==> src/common/coeff_regs_pkg.sv <==
`default_nettype none

package coeff_regs_pkg;

  //////////////////////////////////////////////////
  // Widths and counts
  //////////////////////////////////////////////////

  localparam int ADDR_W = 8;
  localparam int DATA_W = 16;

  localparam int IIR_STAGES = 8;
  localparam int FIR_TAPS   = 32;

  // Stage select within one IIR section
  localparam int STAGE_W = $clog2(IIR_STAGES);
  // Index within a region, sized for the FIR taps
  localparam int INDEX_W = $clog2(FIR_TAPS);

  //////////////////////////////////////////////////
  // Address map
  //////////////////////////////////////////////////

  // IIR sections, IIR_STAGES words each
  localparam logic [ADDR_W-1:0] A1_BASE = 8'h00;
  localparam logic [ADDR_W-1:0] A2_BASE = 8'h10;
  localparam logic [ADDR_W-1:0] B0_BASE = 8'h20;
  localparam logic [ADDR_W-1:0] B1_BASE = 8'h30;
  localparam logic [ADDR_W-1:0] B2_BASE = 8'h40;

  // FIR taps run 0x50 to 0x6F
  localparam logic [ADDR_W-1:0] FIR_BASE = 8'h50;

  // Filter select, bit 0 only
  localparam logic [ADDR_W-1:0] CTRL_ADDR = 8'hF0;

  typedef logic [DATA_W-1:0] coeff_t;

  typedef enum logic [2:0] {
    REGION_A1,
    REGION_A2,
    REGION_B0,
    REGION_B1,
    REGION_B2,
    REGION_FIR,
    REGION_CTRL,
    REGION_NONE
  } coeff_region_e;

endpackage

`default_nettype wire
==> src/rtl/coeff_ctrl_regs.sv <==
`timescale 1ns/100ps
`default_nettype none

module coeff_ctrl_regs (
  input  logic                                   clk,
  input  logic                                   rst_n,
  // Host write port
  input  logic [coeff_regs_pkg::ADDR_W-1:0]      write_address,
  input  coeff_regs_pkg::coeff_t                 write_data,
  input  logic                                   write_en,
  // Host read port
  input  logic [coeff_regs_pkg::ADDR_W-1:0]      read_address,
  output coeff_regs_pkg::coeff_t                 read_data,
  // Coefficients to the filter datapath
  output coeff_regs_pkg::coeff_t [coeff_regs_pkg::IIR_STAGES-1:0] coeff_a1,
  output coeff_regs_pkg::coeff_t [coeff_regs_pkg::IIR_STAGES-1:0] coeff_a2,
  output coeff_regs_pkg::coeff_t [coeff_regs_pkg::IIR_STAGES-1:0] coeff_b0,
  output coeff_regs_pkg::coeff_t [coeff_regs_pkg::IIR_STAGES-1:0] coeff_b1,
  output coeff_regs_pkg::coeff_t [coeff_regs_pkg::IIR_STAGES-1:0] coeff_b2,
  output coeff_regs_pkg::coeff_t [coeff_regs_pkg::FIR_TAPS-1:0]   fir_coeff,
  output logic                                   filter_select
);

  coeff_regs_pkg::coeff_region_e          write_region;
  logic [coeff_regs_pkg::INDEX_W-1:0]     write_index;
  coeff_regs_pkg::coeff_region_e          read_region;
  logic [coeff_regs_pkg::INDEX_W-1:0]     read_index;

  //////////////////////////////////////////////////
  // Address decode, one per port
  //////////////////////////////////////////////////

  coeff_addr_decode u_write_decode (
    .address (write_address),
    .region  (write_region),
    .index   (write_index)
  );

  coeff_addr_decode u_read_decode (
    .address (read_address),
    .region  (read_region),
    .index   (read_index)
  );

  //////////////////////////////////////////////////
  // Storage and readback
  //////////////////////////////////////////////////

  coeff_store u_store (
    .clk           (clk),
    .rst_n         (rst_n),
    .write_en      (write_en),
    .write_region  (write_region),
    .write_index   (write_index),
    .write_data    (write_data),
    .coeff_a1      (coeff_a1),
    .coeff_a2      (coeff_a2),
    .coeff_b0      (coeff_b0),
    .coeff_b1      (coeff_b1),
    .coeff_b2      (coeff_b2),
    .fir_coeff     (fir_coeff),
    .filter_select (filter_select)
  );

  // Reads the same outputs that drive the filter
  coeff_readback u_readback (
    .clk           (clk),
    .rst_n         (rst_n),
    .read_region   (read_region),
    .read_index    (read_index),
    .coeff_a1      (coeff_a1),
    .coeff_a2      (coeff_a2),
    .coeff_b0      (coeff_b0),
    .coeff_b1      (coeff_b1),
    .coeff_b2      (coeff_b2),
    .fir_coeff     (fir_coeff),
    .filter_select (filter_select),
    .read_data     (read_data)
  );

endmodule

`default_nettype wire

==> src/rtl/coeff_readback.sv <==
`timescale 1ns/100ps
`default_nettype none

module coeff_readback (
  input  logic                                   clk,
  input  logic                                   rst_n,
  // Decoded read address
  input  coeff_regs_pkg::coeff_region_e          read_region,
  input  logic [coeff_regs_pkg::INDEX_W-1:0]     read_index,
  // Stored values
  input  coeff_regs_pkg::coeff_t [coeff_regs_pkg::IIR_STAGES-1:0] coeff_a1,
  input  coeff_regs_pkg::coeff_t [coeff_regs_pkg::IIR_STAGES-1:0] coeff_a2,
  input  coeff_regs_pkg::coeff_t [coeff_regs_pkg::IIR_STAGES-1:0] coeff_b0,
  input  coeff_regs_pkg::coeff_t [coeff_regs_pkg::IIR_STAGES-1:0] coeff_b1,
  input  coeff_regs_pkg::coeff_t [coeff_regs_pkg::IIR_STAGES-1:0] coeff_b2,
  input  coeff_regs_pkg::coeff_t [coeff_regs_pkg::FIR_TAPS-1:0]   fir_coeff,
  input  logic                                   filter_select,
  // Registered read data
  output coeff_regs_pkg::coeff_t                 read_data
);

  logic [coeff_regs_pkg::STAGE_W-1:0] stage;
  coeff_regs_pkg::coeff_t             read_next;

  assign stage = read_index[coeff_regs_pkg::STAGE_W-1:0];

  //////////////////////////////////////////////////
  // Read select
  //////////////////////////////////////////////////

  always_comb begin
    case (read_region)
      coeff_regs_pkg::REGION_A1:   read_next = coeff_a1[stage];
      coeff_regs_pkg::REGION_A2:   read_next = coeff_a2[stage];
      coeff_regs_pkg::REGION_B0:   read_next = coeff_b0[stage];
      coeff_regs_pkg::REGION_B1:   read_next = coeff_b1[stage];
      coeff_regs_pkg::REGION_B2:   read_next = coeff_b2[stage];
      coeff_regs_pkg::REGION_FIR:  read_next = fir_coeff[read_index];
      // Control word zero-extended
      coeff_regs_pkg::REGION_CTRL: read_next = {{(coeff_regs_pkg::DATA_W-1){1'b0}},
                                                filter_select};
      default:                     read_next = '0;
    endcase
  end

  // Samples the stored values before the same edge's write lands
  always_ff @(posedge clk or negedge rst_n) begin
    if (~rst_n) begin
      read_data <= '0;
    end else begin
      read_data <= read_next;
    end
  end

endmodule

`default_nettype wire

==> src/rtl/coeff_store.sv <==
`timescale 1ns/100ps
`default_nettype none

module coeff_store (
  input  logic                                   clk,
  input  logic                                   rst_n,
  // Decoded write port
  input  logic                                   write_en,
  input  coeff_regs_pkg::coeff_region_e          write_region,
  input  logic [coeff_regs_pkg::INDEX_W-1:0]     write_index,
  input  coeff_regs_pkg::coeff_t                 write_data,
  // IIR biquad sections
  output coeff_regs_pkg::coeff_t [coeff_regs_pkg::IIR_STAGES-1:0] coeff_a1,
  output coeff_regs_pkg::coeff_t [coeff_regs_pkg::IIR_STAGES-1:0] coeff_a2,
  output coeff_regs_pkg::coeff_t [coeff_regs_pkg::IIR_STAGES-1:0] coeff_b0,
  output coeff_regs_pkg::coeff_t [coeff_regs_pkg::IIR_STAGES-1:0] coeff_b1,
  output coeff_regs_pkg::coeff_t [coeff_regs_pkg::IIR_STAGES-1:0] coeff_b2,
  // FIR taps
  output coeff_regs_pkg::coeff_t [coeff_regs_pkg::FIR_TAPS-1:0]   fir_coeff,
  // Filter select
  output logic                                   filter_select
);

  logic [coeff_regs_pkg::STAGE_W-1:0] stage;

  // Decoder keeps IIR indices below IIR_STAGES
  assign stage = write_index[coeff_regs_pkg::STAGE_W-1:0];

  //////////////////////////////////////////////////
  // IIR coefficient storage
  //////////////////////////////////////////////////

  always_ff @(posedge clk or negedge rst_n) begin
    if (~rst_n) begin
      coeff_a1 <= '0;
      coeff_a2 <= '0;
      coeff_b0 <= '0;
      coeff_b1 <= '0;
      coeff_b2 <= '0;
    end else if (write_en) begin
      case (write_region)
        coeff_regs_pkg::REGION_A1: coeff_a1[stage] <= write_data;
        coeff_regs_pkg::REGION_A2: coeff_a2[stage] <= write_data;
        coeff_regs_pkg::REGION_B0: coeff_b0[stage] <= write_data;
        coeff_regs_pkg::REGION_B1: coeff_b1[stage] <= write_data;
        coeff_regs_pkg::REGION_B2: coeff_b2[stage] <= write_data;
        default: ;
      endcase
    end
  end

  //////////////////////////////////////////////////
  // FIR taps and control
  //////////////////////////////////////////////////

  always_ff @(posedge clk or negedge rst_n) begin
    if (~rst_n) begin
      fir_coeff <= '0;
    end else if (write_en && write_region == coeff_regs_pkg::REGION_FIR) begin
      fir_coeff[write_index] <= write_data;
    end
  end

  // Only bit 0 of the control word is kept
  always_ff @(posedge clk or negedge rst_n) begin
    if (~rst_n) begin
      filter_select <= 1'b0;
    end else if (write_en && write_region == coeff_regs_pkg::REGION_CTRL) begin
      filter_select <= write_data[0];
    end
  end

endmodule

`default_nettype wire

==> src/rtl/coeff_addr_decode.sv <==
`timescale 1ns/100ps
`default_nettype none

module coeff_addr_decode (
  input  logic [coeff_regs_pkg::ADDR_W-1:0]  address,
  output coeff_regs_pkg::coeff_region_e      region,
  output logic [coeff_regs_pkg::INDEX_W-1:0] index
);

  // Start of the 8-word block holding this address
  logic [coeff_regs_pkg::ADDR_W-1:0] section_base;
  // Offset from the first tap, wraps for addresses below it
  logic [coeff_regs_pkg::ADDR_W-1:0] fir_offset;

  assign section_base = {address[coeff_regs_pkg::ADDR_W-1:coeff_regs_pkg::STAGE_W],
                         {coeff_regs_pkg::STAGE_W{1'b0}}};
  assign fir_offset   = address - coeff_regs_pkg::FIR_BASE;

  always_comb begin
    region = coeff_regs_pkg::REGION_NONE;
    index  = '0;
    if (address == coeff_regs_pkg::CTRL_ADDR) begin
      region = coeff_regs_pkg::REGION_CTRL;
    end else if (fir_offset[coeff_regs_pkg::ADDR_W-1:coeff_regs_pkg::INDEX_W] == '0) begin
      // In range when the offset fits in the tap index
      region = coeff_regs_pkg::REGION_FIR;
      index  = fir_offset[coeff_regs_pkg::INDEX_W-1:0];
    end else begin
      // Upper half of each IIR block (0x08-0x0F etc.) matches no base
      case (section_base)
        coeff_regs_pkg::A1_BASE: region = coeff_regs_pkg::REGION_A1;
        coeff_regs_pkg::A2_BASE: region = coeff_regs_pkg::REGION_A2;
        coeff_regs_pkg::B0_BASE: region = coeff_regs_pkg::REGION_B0;
        coeff_regs_pkg::B1_BASE: region = coeff_regs_pkg::REGION_B1;
        coeff_regs_pkg::B2_BASE: region = coeff_regs_pkg::REGION_B2;
        default:                 region = coeff_regs_pkg::REGION_NONE;
      endcase
      if (region != coeff_regs_pkg::REGION_NONE) begin
        index = {{(coeff_regs_pkg::INDEX_W - coeff_regs_pkg::STAGE_W){1'b0}},
                 address[coeff_regs_pkg::STAGE_W-1:0]};
      end
    end
  end

endmodule

`default_nettype wire

==> config.mk <==
export PLATFORM = sky130hd
export DESIGN_NAME = coeff_ctrl_regs
export DESIGN_NICKNAME = d
export VERILOG_FILES = /design/src/common/coeff_regs_pkg.sv /design/src/rtl/coeff_ctrl_regs.sv /design/src/rtl/coeff_readback.sv /design/src/rtl/coeff_store.sv /design/src/rtl/coeff_addr_decode.sv
export SDC_FILE = /design/constraint.sdc
export NUM_CORES = 2
export LEC_CHECK = 0
export ABC_AREA = 1
export BUFFER_PORTS_ARGS = -buffer_cell sky130_fd_sc_hd__buf_2
export CORE_AREA = 2 2 473 475
export CTS_CLUSTER_SIZE = 12
export DETAILED_ROUTE_END_ITERATION = 6
export DIE_AREA = 0 0 475 477
export GPL_TIMING_DRIVEN = 1
export HOLD_SLACK_MARGIN = 0.1
export PLACE_DENSITY = 0.49
export SYNTH_ARGS = -nofsm -noshare
export SYNTH_HDL_FRONTEND = slang
export SYNTH_SLANG_ARGS = --single-unit
==> constraint.sdc <==
create_clock -name clk -period 1.1 [get_ports clk]
set_input_delay 0.11 -clock clk [delete_from_list [all_inputs] [get_ports clk]]
set_output_delay 0.11 -clock clk [all_outputs]
set_load 0.03 [all_outputs]
Word level (Yosys, flattened, before mapping)
Index checks and enable logic that the tools add are counted.
{ "totals": {"ff_bits": 1169, "input_bits": 35, "wordCells": 160} }
{ "classes": {"magnitude_cmp": 6, "add_sub_neg": 2, "eq_ne": 24, "muxes": 39, "n_reduce_logical": 15} }
{ "op_table": {"columns": ["operator", "count"], "rows": [
  ["128-bit bitwise mux", 5],
  ["512-bit bitwise mux", 1],
  ["16-bit binary-select mux with 3-bit select", 5],
  ["16-bit 2-to-1 mux", 8],
  ["16-bit case mux with 7 select lines", 1],
  ["16-bit binary-select mux with 5-bit select", 1],
  ["16-bit demux with 5-bit select", 1],
  ["16-bit demux with 3-bit select", 1],
  ["3-bit 2-to-1 mux", 10],
  ["3-bit case mux with 5 select lines", 2],
  ["5-bit by 3-bit equality test with 1-bit output (second input constant)", 4],
  ["5-bit 2-to-1 mux", 4],
  ["3-bit equality test (second input constant)", 6],
  ["8-bit equality test (second input constant)", 2],
  ["8-bit zero test", 2],
  ["8-bit by 7-bit subtractor with 8-bit output (second input constant)", 2],
  ["3-bit by 2-bit equality test with 1-bit output (second input constant)", 4],
  ["3-bit zero test", 4],
  ["5-bit by 6-bit < comparator with 1-bit output (second input constant)", 2],
  ["5-bit by 2-bit equality test with 1-bit output (second input constant)", 2],
  ["5-bit by 4-bit equality test with 1-bit output (second input constant)", 2],
  ["2-bit AND reduction", 5],
  ["3-bit by 4-bit < comparator with 1-bit output (second input constant)", 2],
  ["3-bit by 1-bit equality test with 1-bit output (second input constant)", 2],
  ["4 further kinds", 8]
]} }

Logic depth before layout (Yosys ltp)
{ "logic_depth": {"word_depth": 13, "depth_mapped": 20, "ltp_nobuf": 18} }

Modules after synthesis
A second synthesis with hierarchy kept.
{ "hier_totals": {"hier_cells": 7335, "area_unflattened_um2": 55811.0} }
{ "modules_own_cells": {"columns": ["module", "area_per_inst_um2", "cells_per_inst", "instances"], "rows": [
  ["coeff_store", 43579.3, 4656, 1],
  ["coeff_readback", 11786.3, 2597, 1],
  ["coeff_addr_decode", 222.7, 41, 2]
]} }

Worst setup path after synthesis
No wires, ideal clock.
{ "synth_timing": {"path_type": "input to register", "startpoint": "input read_address[4] in the netlist's numbering", "endpoint": "register u_readback.read_data[15]", "arrival_ns": 1.890, "slack_ns": -0.909, "stages": 16, "cell_sequence": "inv_1 ha_1 nand2_1 nor2_1 nand3_2 nand2_4 nand2_2 buf_2 buf_2 or2_0 o211ai_1 nand3_1 nand3_1 nand2_1 nor2_1 nand2_1"} }
{ "synth_via": {"elab_chain_cells": 11} }
{ "synth_rtl": {"columns": ["item", "line", "rtl"], "rows": [
  ["start: declaration", "coeff_ctrl_regs.sv:12", "input logic [coeff_regs_pkg::ADDR_W-1:0] read_address,"],
  ["5-bit by 4-bit equality test with 1-bit output, or another cell as far along", "coeff_addr_decode.sv:30", "case (section_base)"],
  ["3-bit case mux with 5 select lines", "coeff_addr_decode.sv:30", null],
  ["3-bit 2-to-1 mux", "coeff_addr_decode.sv:24", "end else if (fir_offset[coeff_regs_pkg::ADDR_W-1:coeff_regs_pkg::INDEX_W] == '0) begin"],
  ["3-bit 2-to-1 mux", "coeff_addr_decode.sv:22", "if (address == coeff_regs_pkg::CTRL_ADDR) begin"],
  ["3-bit inequality test", "coeff_addr_decode.sv:38", "if (region != coeff_regs_pkg::REGION_NONE) begin"],
  ["3-bit 2-to-1 mux", "coeff_addr_decode.sv:38", null],
  ["5-bit 2-to-1 mux", "coeff_addr_decode.sv:24", null],
  ["5-bit 2-to-1 mux", "coeff_addr_decode.sv:22", null],
  ["16-bit binary-select mux with 5-bit select, or another cell as far along", "coeff_readback.sv:38", "coeff_regs_pkg::REGION_FIR: read_next = fir_coeff[read_index];"],
  ["16-bit 2-to-1 mux (implied by the code), or another cell as far along", "coeff_readback.sv:38", null],
  ["16-bit case mux with 7 select lines *", "coeff_readback.sv:32", "case (read_region)"],
  ["via u_readback.read_next[15]", "coeff_readback.sv:23", "coeff_regs_pkg::coeff_t read_next;"],
  ["end signal: assignment", "coeff_readback.sv:51", "read_data <= read_next;"],
  ["end: declaration", "coeff_readback.sv:19", "output coeff_regs_pkg::coeff_t read_data"]
]} }
The timed path passes the listed nets; every way through them passes the cells marked *. The select of a mux whose other input is x is not followed.
A chain may end at the register's enable or synchronous reset.

Worst setup path in the final report
{ "layout_timing": {"startpoint": "input read_address[4] in the netlist's numbering", "endpoint": "register u_readback.read_data[7]"} }
Same word-level chain as after synthesis.

==> results.sh <==
export IMPL_ys_types=39
export IMPL_die_x_um=475
export IMPL_leakage_uw=0.0500
export IMPL_wirelength_um=364000
export IMPL_io_pins=1204
export IMPL_grt_max_degree=74
export IMPL_final_util=0.465
export IMPL_rsz0062_at_grt="yes"
export IMPL_skew_ns=0.0495
export IMPL_num_vias=66400
export IMPL_clk_pin_slew_worst_paths_ns=0.06
export IMPL_cts_max_path_buffers=3
export IMPL_whs_ns=0.137
export IMPL_p_per_area_nw_per_um2=1260
export IMPL_tritoncts="done"
export IMPL_synth_ff_type="dfrtp_1"
export IMPL_fp_dieH_um=477
export IMPL_worstMarginPinSlew_ns=0.739
export IMPL_cts_htree_levels=4
export IMPL_final_nets=10100
export IMPL_fmax_ghz=0.515
export IMPL_synth_yosys_seq_area_share=0.551
export IMPL_syn_avg_cell_area_um2=7.93
export IMPL_drt_pass1_iterations=7
export IMPL_insertion_delay_ns=0.84
export IMPL_drv_slew=0
export IMPL_crit_start="read_address[4]"
export IMPL_numClockSinks=1169
export IMPL_syn_to_final_growth_pct=94.0
export IMPL_fillCellCount=21000
export IMPL_synth_edf_count=0
export IMPL_mappedNetlistArea_um2=53100
export IMPL_start_kind="primary input"
export IMPL_antenna_found_initial=25
export IMPL_design_core_area_um2=221000
export IMPL_layout_min_cycle_time_ns=1.94
export IMPL_gp_congestion=0.977
export IMPL_crit_required_ns=1.80
export IMPL_ant_nets=0
export IMPL_worstSetupEndpointType="register"
export IMPL_rr_worst_depth=9
export IMPL_ctsRootBufferMaster="clkbuf_16"
export IMPL_timing_hold_worst_class="primary input to async pin"
export IMPL_ys_ff_latch=1169
export IMPL_synth_commonest_cells="nand2_1 (2697), dfrtp_1 (1169), o21ai_0 (1079)"
export IMPL_grtUsageTotal=0.299
export IMPL_dp_hpwl_um=259000
export IMPL_outcome="finished, violations left"
export IMPL_critical_path_class="primary input to register"
export IMPL_rows=173
export IMPL_synth_fp_nets=6736
export IMPL_synthArstFlopShare=1.00
export IMPL_hold_viol=0
export IMPL_grt_ovfl_total=0
export IMPL_violations="design-rule violations, negative setup slack"
export IMPL_maxSlewHeadroom=0.506
export IMPL_grt_pass1_vias=61200
export IMPL_drc=5
export IMPL_setup_violations=2399
export IMPL_viasPerCell=5.04
export IMPL_die_area_um2=227000
export IMPL_synth_area_leaders="dfrtp_1 (55%), nand2_1 (19%), o21ai_0 (10%)"
export IMPL_finalCritPeriodShare=1.77
export IMPL_initial_core_util=0.240
export IMPL_crit_fanout=28
export IMPL_io_buffers=1203
export IMPL_wl_per_cell_um=27.6
export IMPL_arrival_ns=2.64
export IMPL_setup_slack_ns=-0.843
export IMPL_ff2ff_setup_slack_ns=-0.64
export IMPL_synth_most_common_cell="nand2_1"
export IMPL_synth_top_area_cell="dfrtp_1"
export IMPL_first_iter_violations=7820
export IMPL_cts_made_buffers=147
export IMPL_r2r_start="u_store.coeff_b1[87]$_DFFE_PN0P_"
export IMPL_grt_pass1_wl_um=480000
export IMPL_vdd_drop_max_mv=1.34
export IMPL_synth_top_area_frac=0.551
export IMPL_yosysWarningCount=0
export IMPL_drv_cap=0
export IMPL_drive_gt1_frac=0.439
export IMPL_place_ws_ns=-2.57
export IMPL_syn_inst=6697
-- routing by layer --
metal,GRT usage,up-vias,part of all wire
met5,0,-,0.000027
met3,0.0619,747,0.095
met2,0.450,3831,0.43
li1,-,29000,-
met1,0.403,32900,0.41
met4,0.150,2,0.063
-- layout make-up --
cell class                 count  area (µm²)  share of cell area
clock buffer                 221        4300              0.0417
tap                         2975        3720              0.0361
timing repair buffer        3791       40800               0.396
antenna                        9        22.5            0.000219
multi-input combinational   4916       24000               0.233
sequential                  1169       29300               0.284
clock inverter                40         569             0.00552
inverter                      59         332             0.00322
timing repair inverter         1        16.3            0.000158
-- cell families after synthesis --
group | synth area share
DFF | 0.551
AOI/OAI and AO/OA | 0.116
and+or+nand+nor | 0.284
xor gates and xnor gates | 0.000165
buffers and inverters | 0.0485
adders and majority gates | 0.000942
-- stage by stage --
step                      std cells  TNS (ns)  area (µm²)  power (µW)
after floorplan                6697   -757.50       53600       57600
after global routing          13200  -1045.49      103000      134000
after detailed placement      12100  -1372.02       76900       71900
after CTS                     12800  -1032.69       94900      127000
after global placement        12100  -1302.32       76900       71800
final                         13200   -892.32      103000      130000
-- path summary, 6_finish.rpt --
check,endpoint
min,u_store.fir_coeff[0]$_DFFE_PN0P_
max in group asynchronous,u_store.coeff_a1[80]$_DFFE_PN0P_
max,u_readback.read_data[7]$_DFF_PN0_
min reg2reg,u_store.coeff_b1[125]$_DFFE_PN0P_
max reg2reg,u_readback.read_data[7]$_DFF_PN0_
min in group clk,u_store.coeff_a1[79]$_DFFE_PN0P_
-- registers in the layout, indices dropped and copies added, names as in the netlist --
register	count
u_store.coeff_b0	128
u_store.filter_select	1
u_store.fir_coeff	512
u_store.coeff_b2	128
u_readback.read_data	16
u_store.coeff_a1	128
u_store.coeff_b1	128
u_store.coeff_a2	128
-- what timing repair did --
item                        CTS  global route
pin swaps                    74            70
hold buffers                 32             0
cloned                       15            38
setup endpoints to repair  2337          2526
hold endpoints to repair   2322             0
resized for setup          2503          1816
buffers inserted            480           298
-- worst max-delay path: stages --
cell	delay, ns
buf_12	0.11
inv_12	0.03
ha_4	0.26
nand2_4	0.04
nor2_4	0.10
nand3_2	0.10
nand2_4	0.13
nand2_8	0.10
buf_16	0.19
buf_4	0.21
nand2_1	0.06
nand3_1	0.13
nand2_2	0.16
nand2_2	0.08
nand3_4	0.20
nand3_4	0.22
nor2_4	0.14
buf_6	0.12
nand2_1	0.05
-- cells in the final DEF, fill, tap and decap left out, types with 9 or more instances in the layout --
cell type and instances:
a21oi_1 11, buf_12 267, buf_16 25, buf_2 196, buf_4 1212, buf_6 1825
buf_8 208, clkbuf_1 42, clkbuf_16 173, clkbuf_8 30, clkinv_2 19, dfrtp_1 1161
diode_2 9, dlygate4sd3_1 28, inv_1 35, inv_4 16, nand2_1 2542, nand2_2 107
nand2_4 39, nand2_8 25, nand3_1 685, nand3_2 143, nand3_4 43, nor2_1 47
nor2_2 11, nor2_4 22, o211ai_1 10, o21ai_0 918, o21ai_1 227, o21ai_2 36
-- report_power, final --
part	switching [µW]	internal, µW
registers	1460	45000
clock network	21200	28800
logic	19300	14500
total	42000	88200
(Power assumes the default switching activity.)
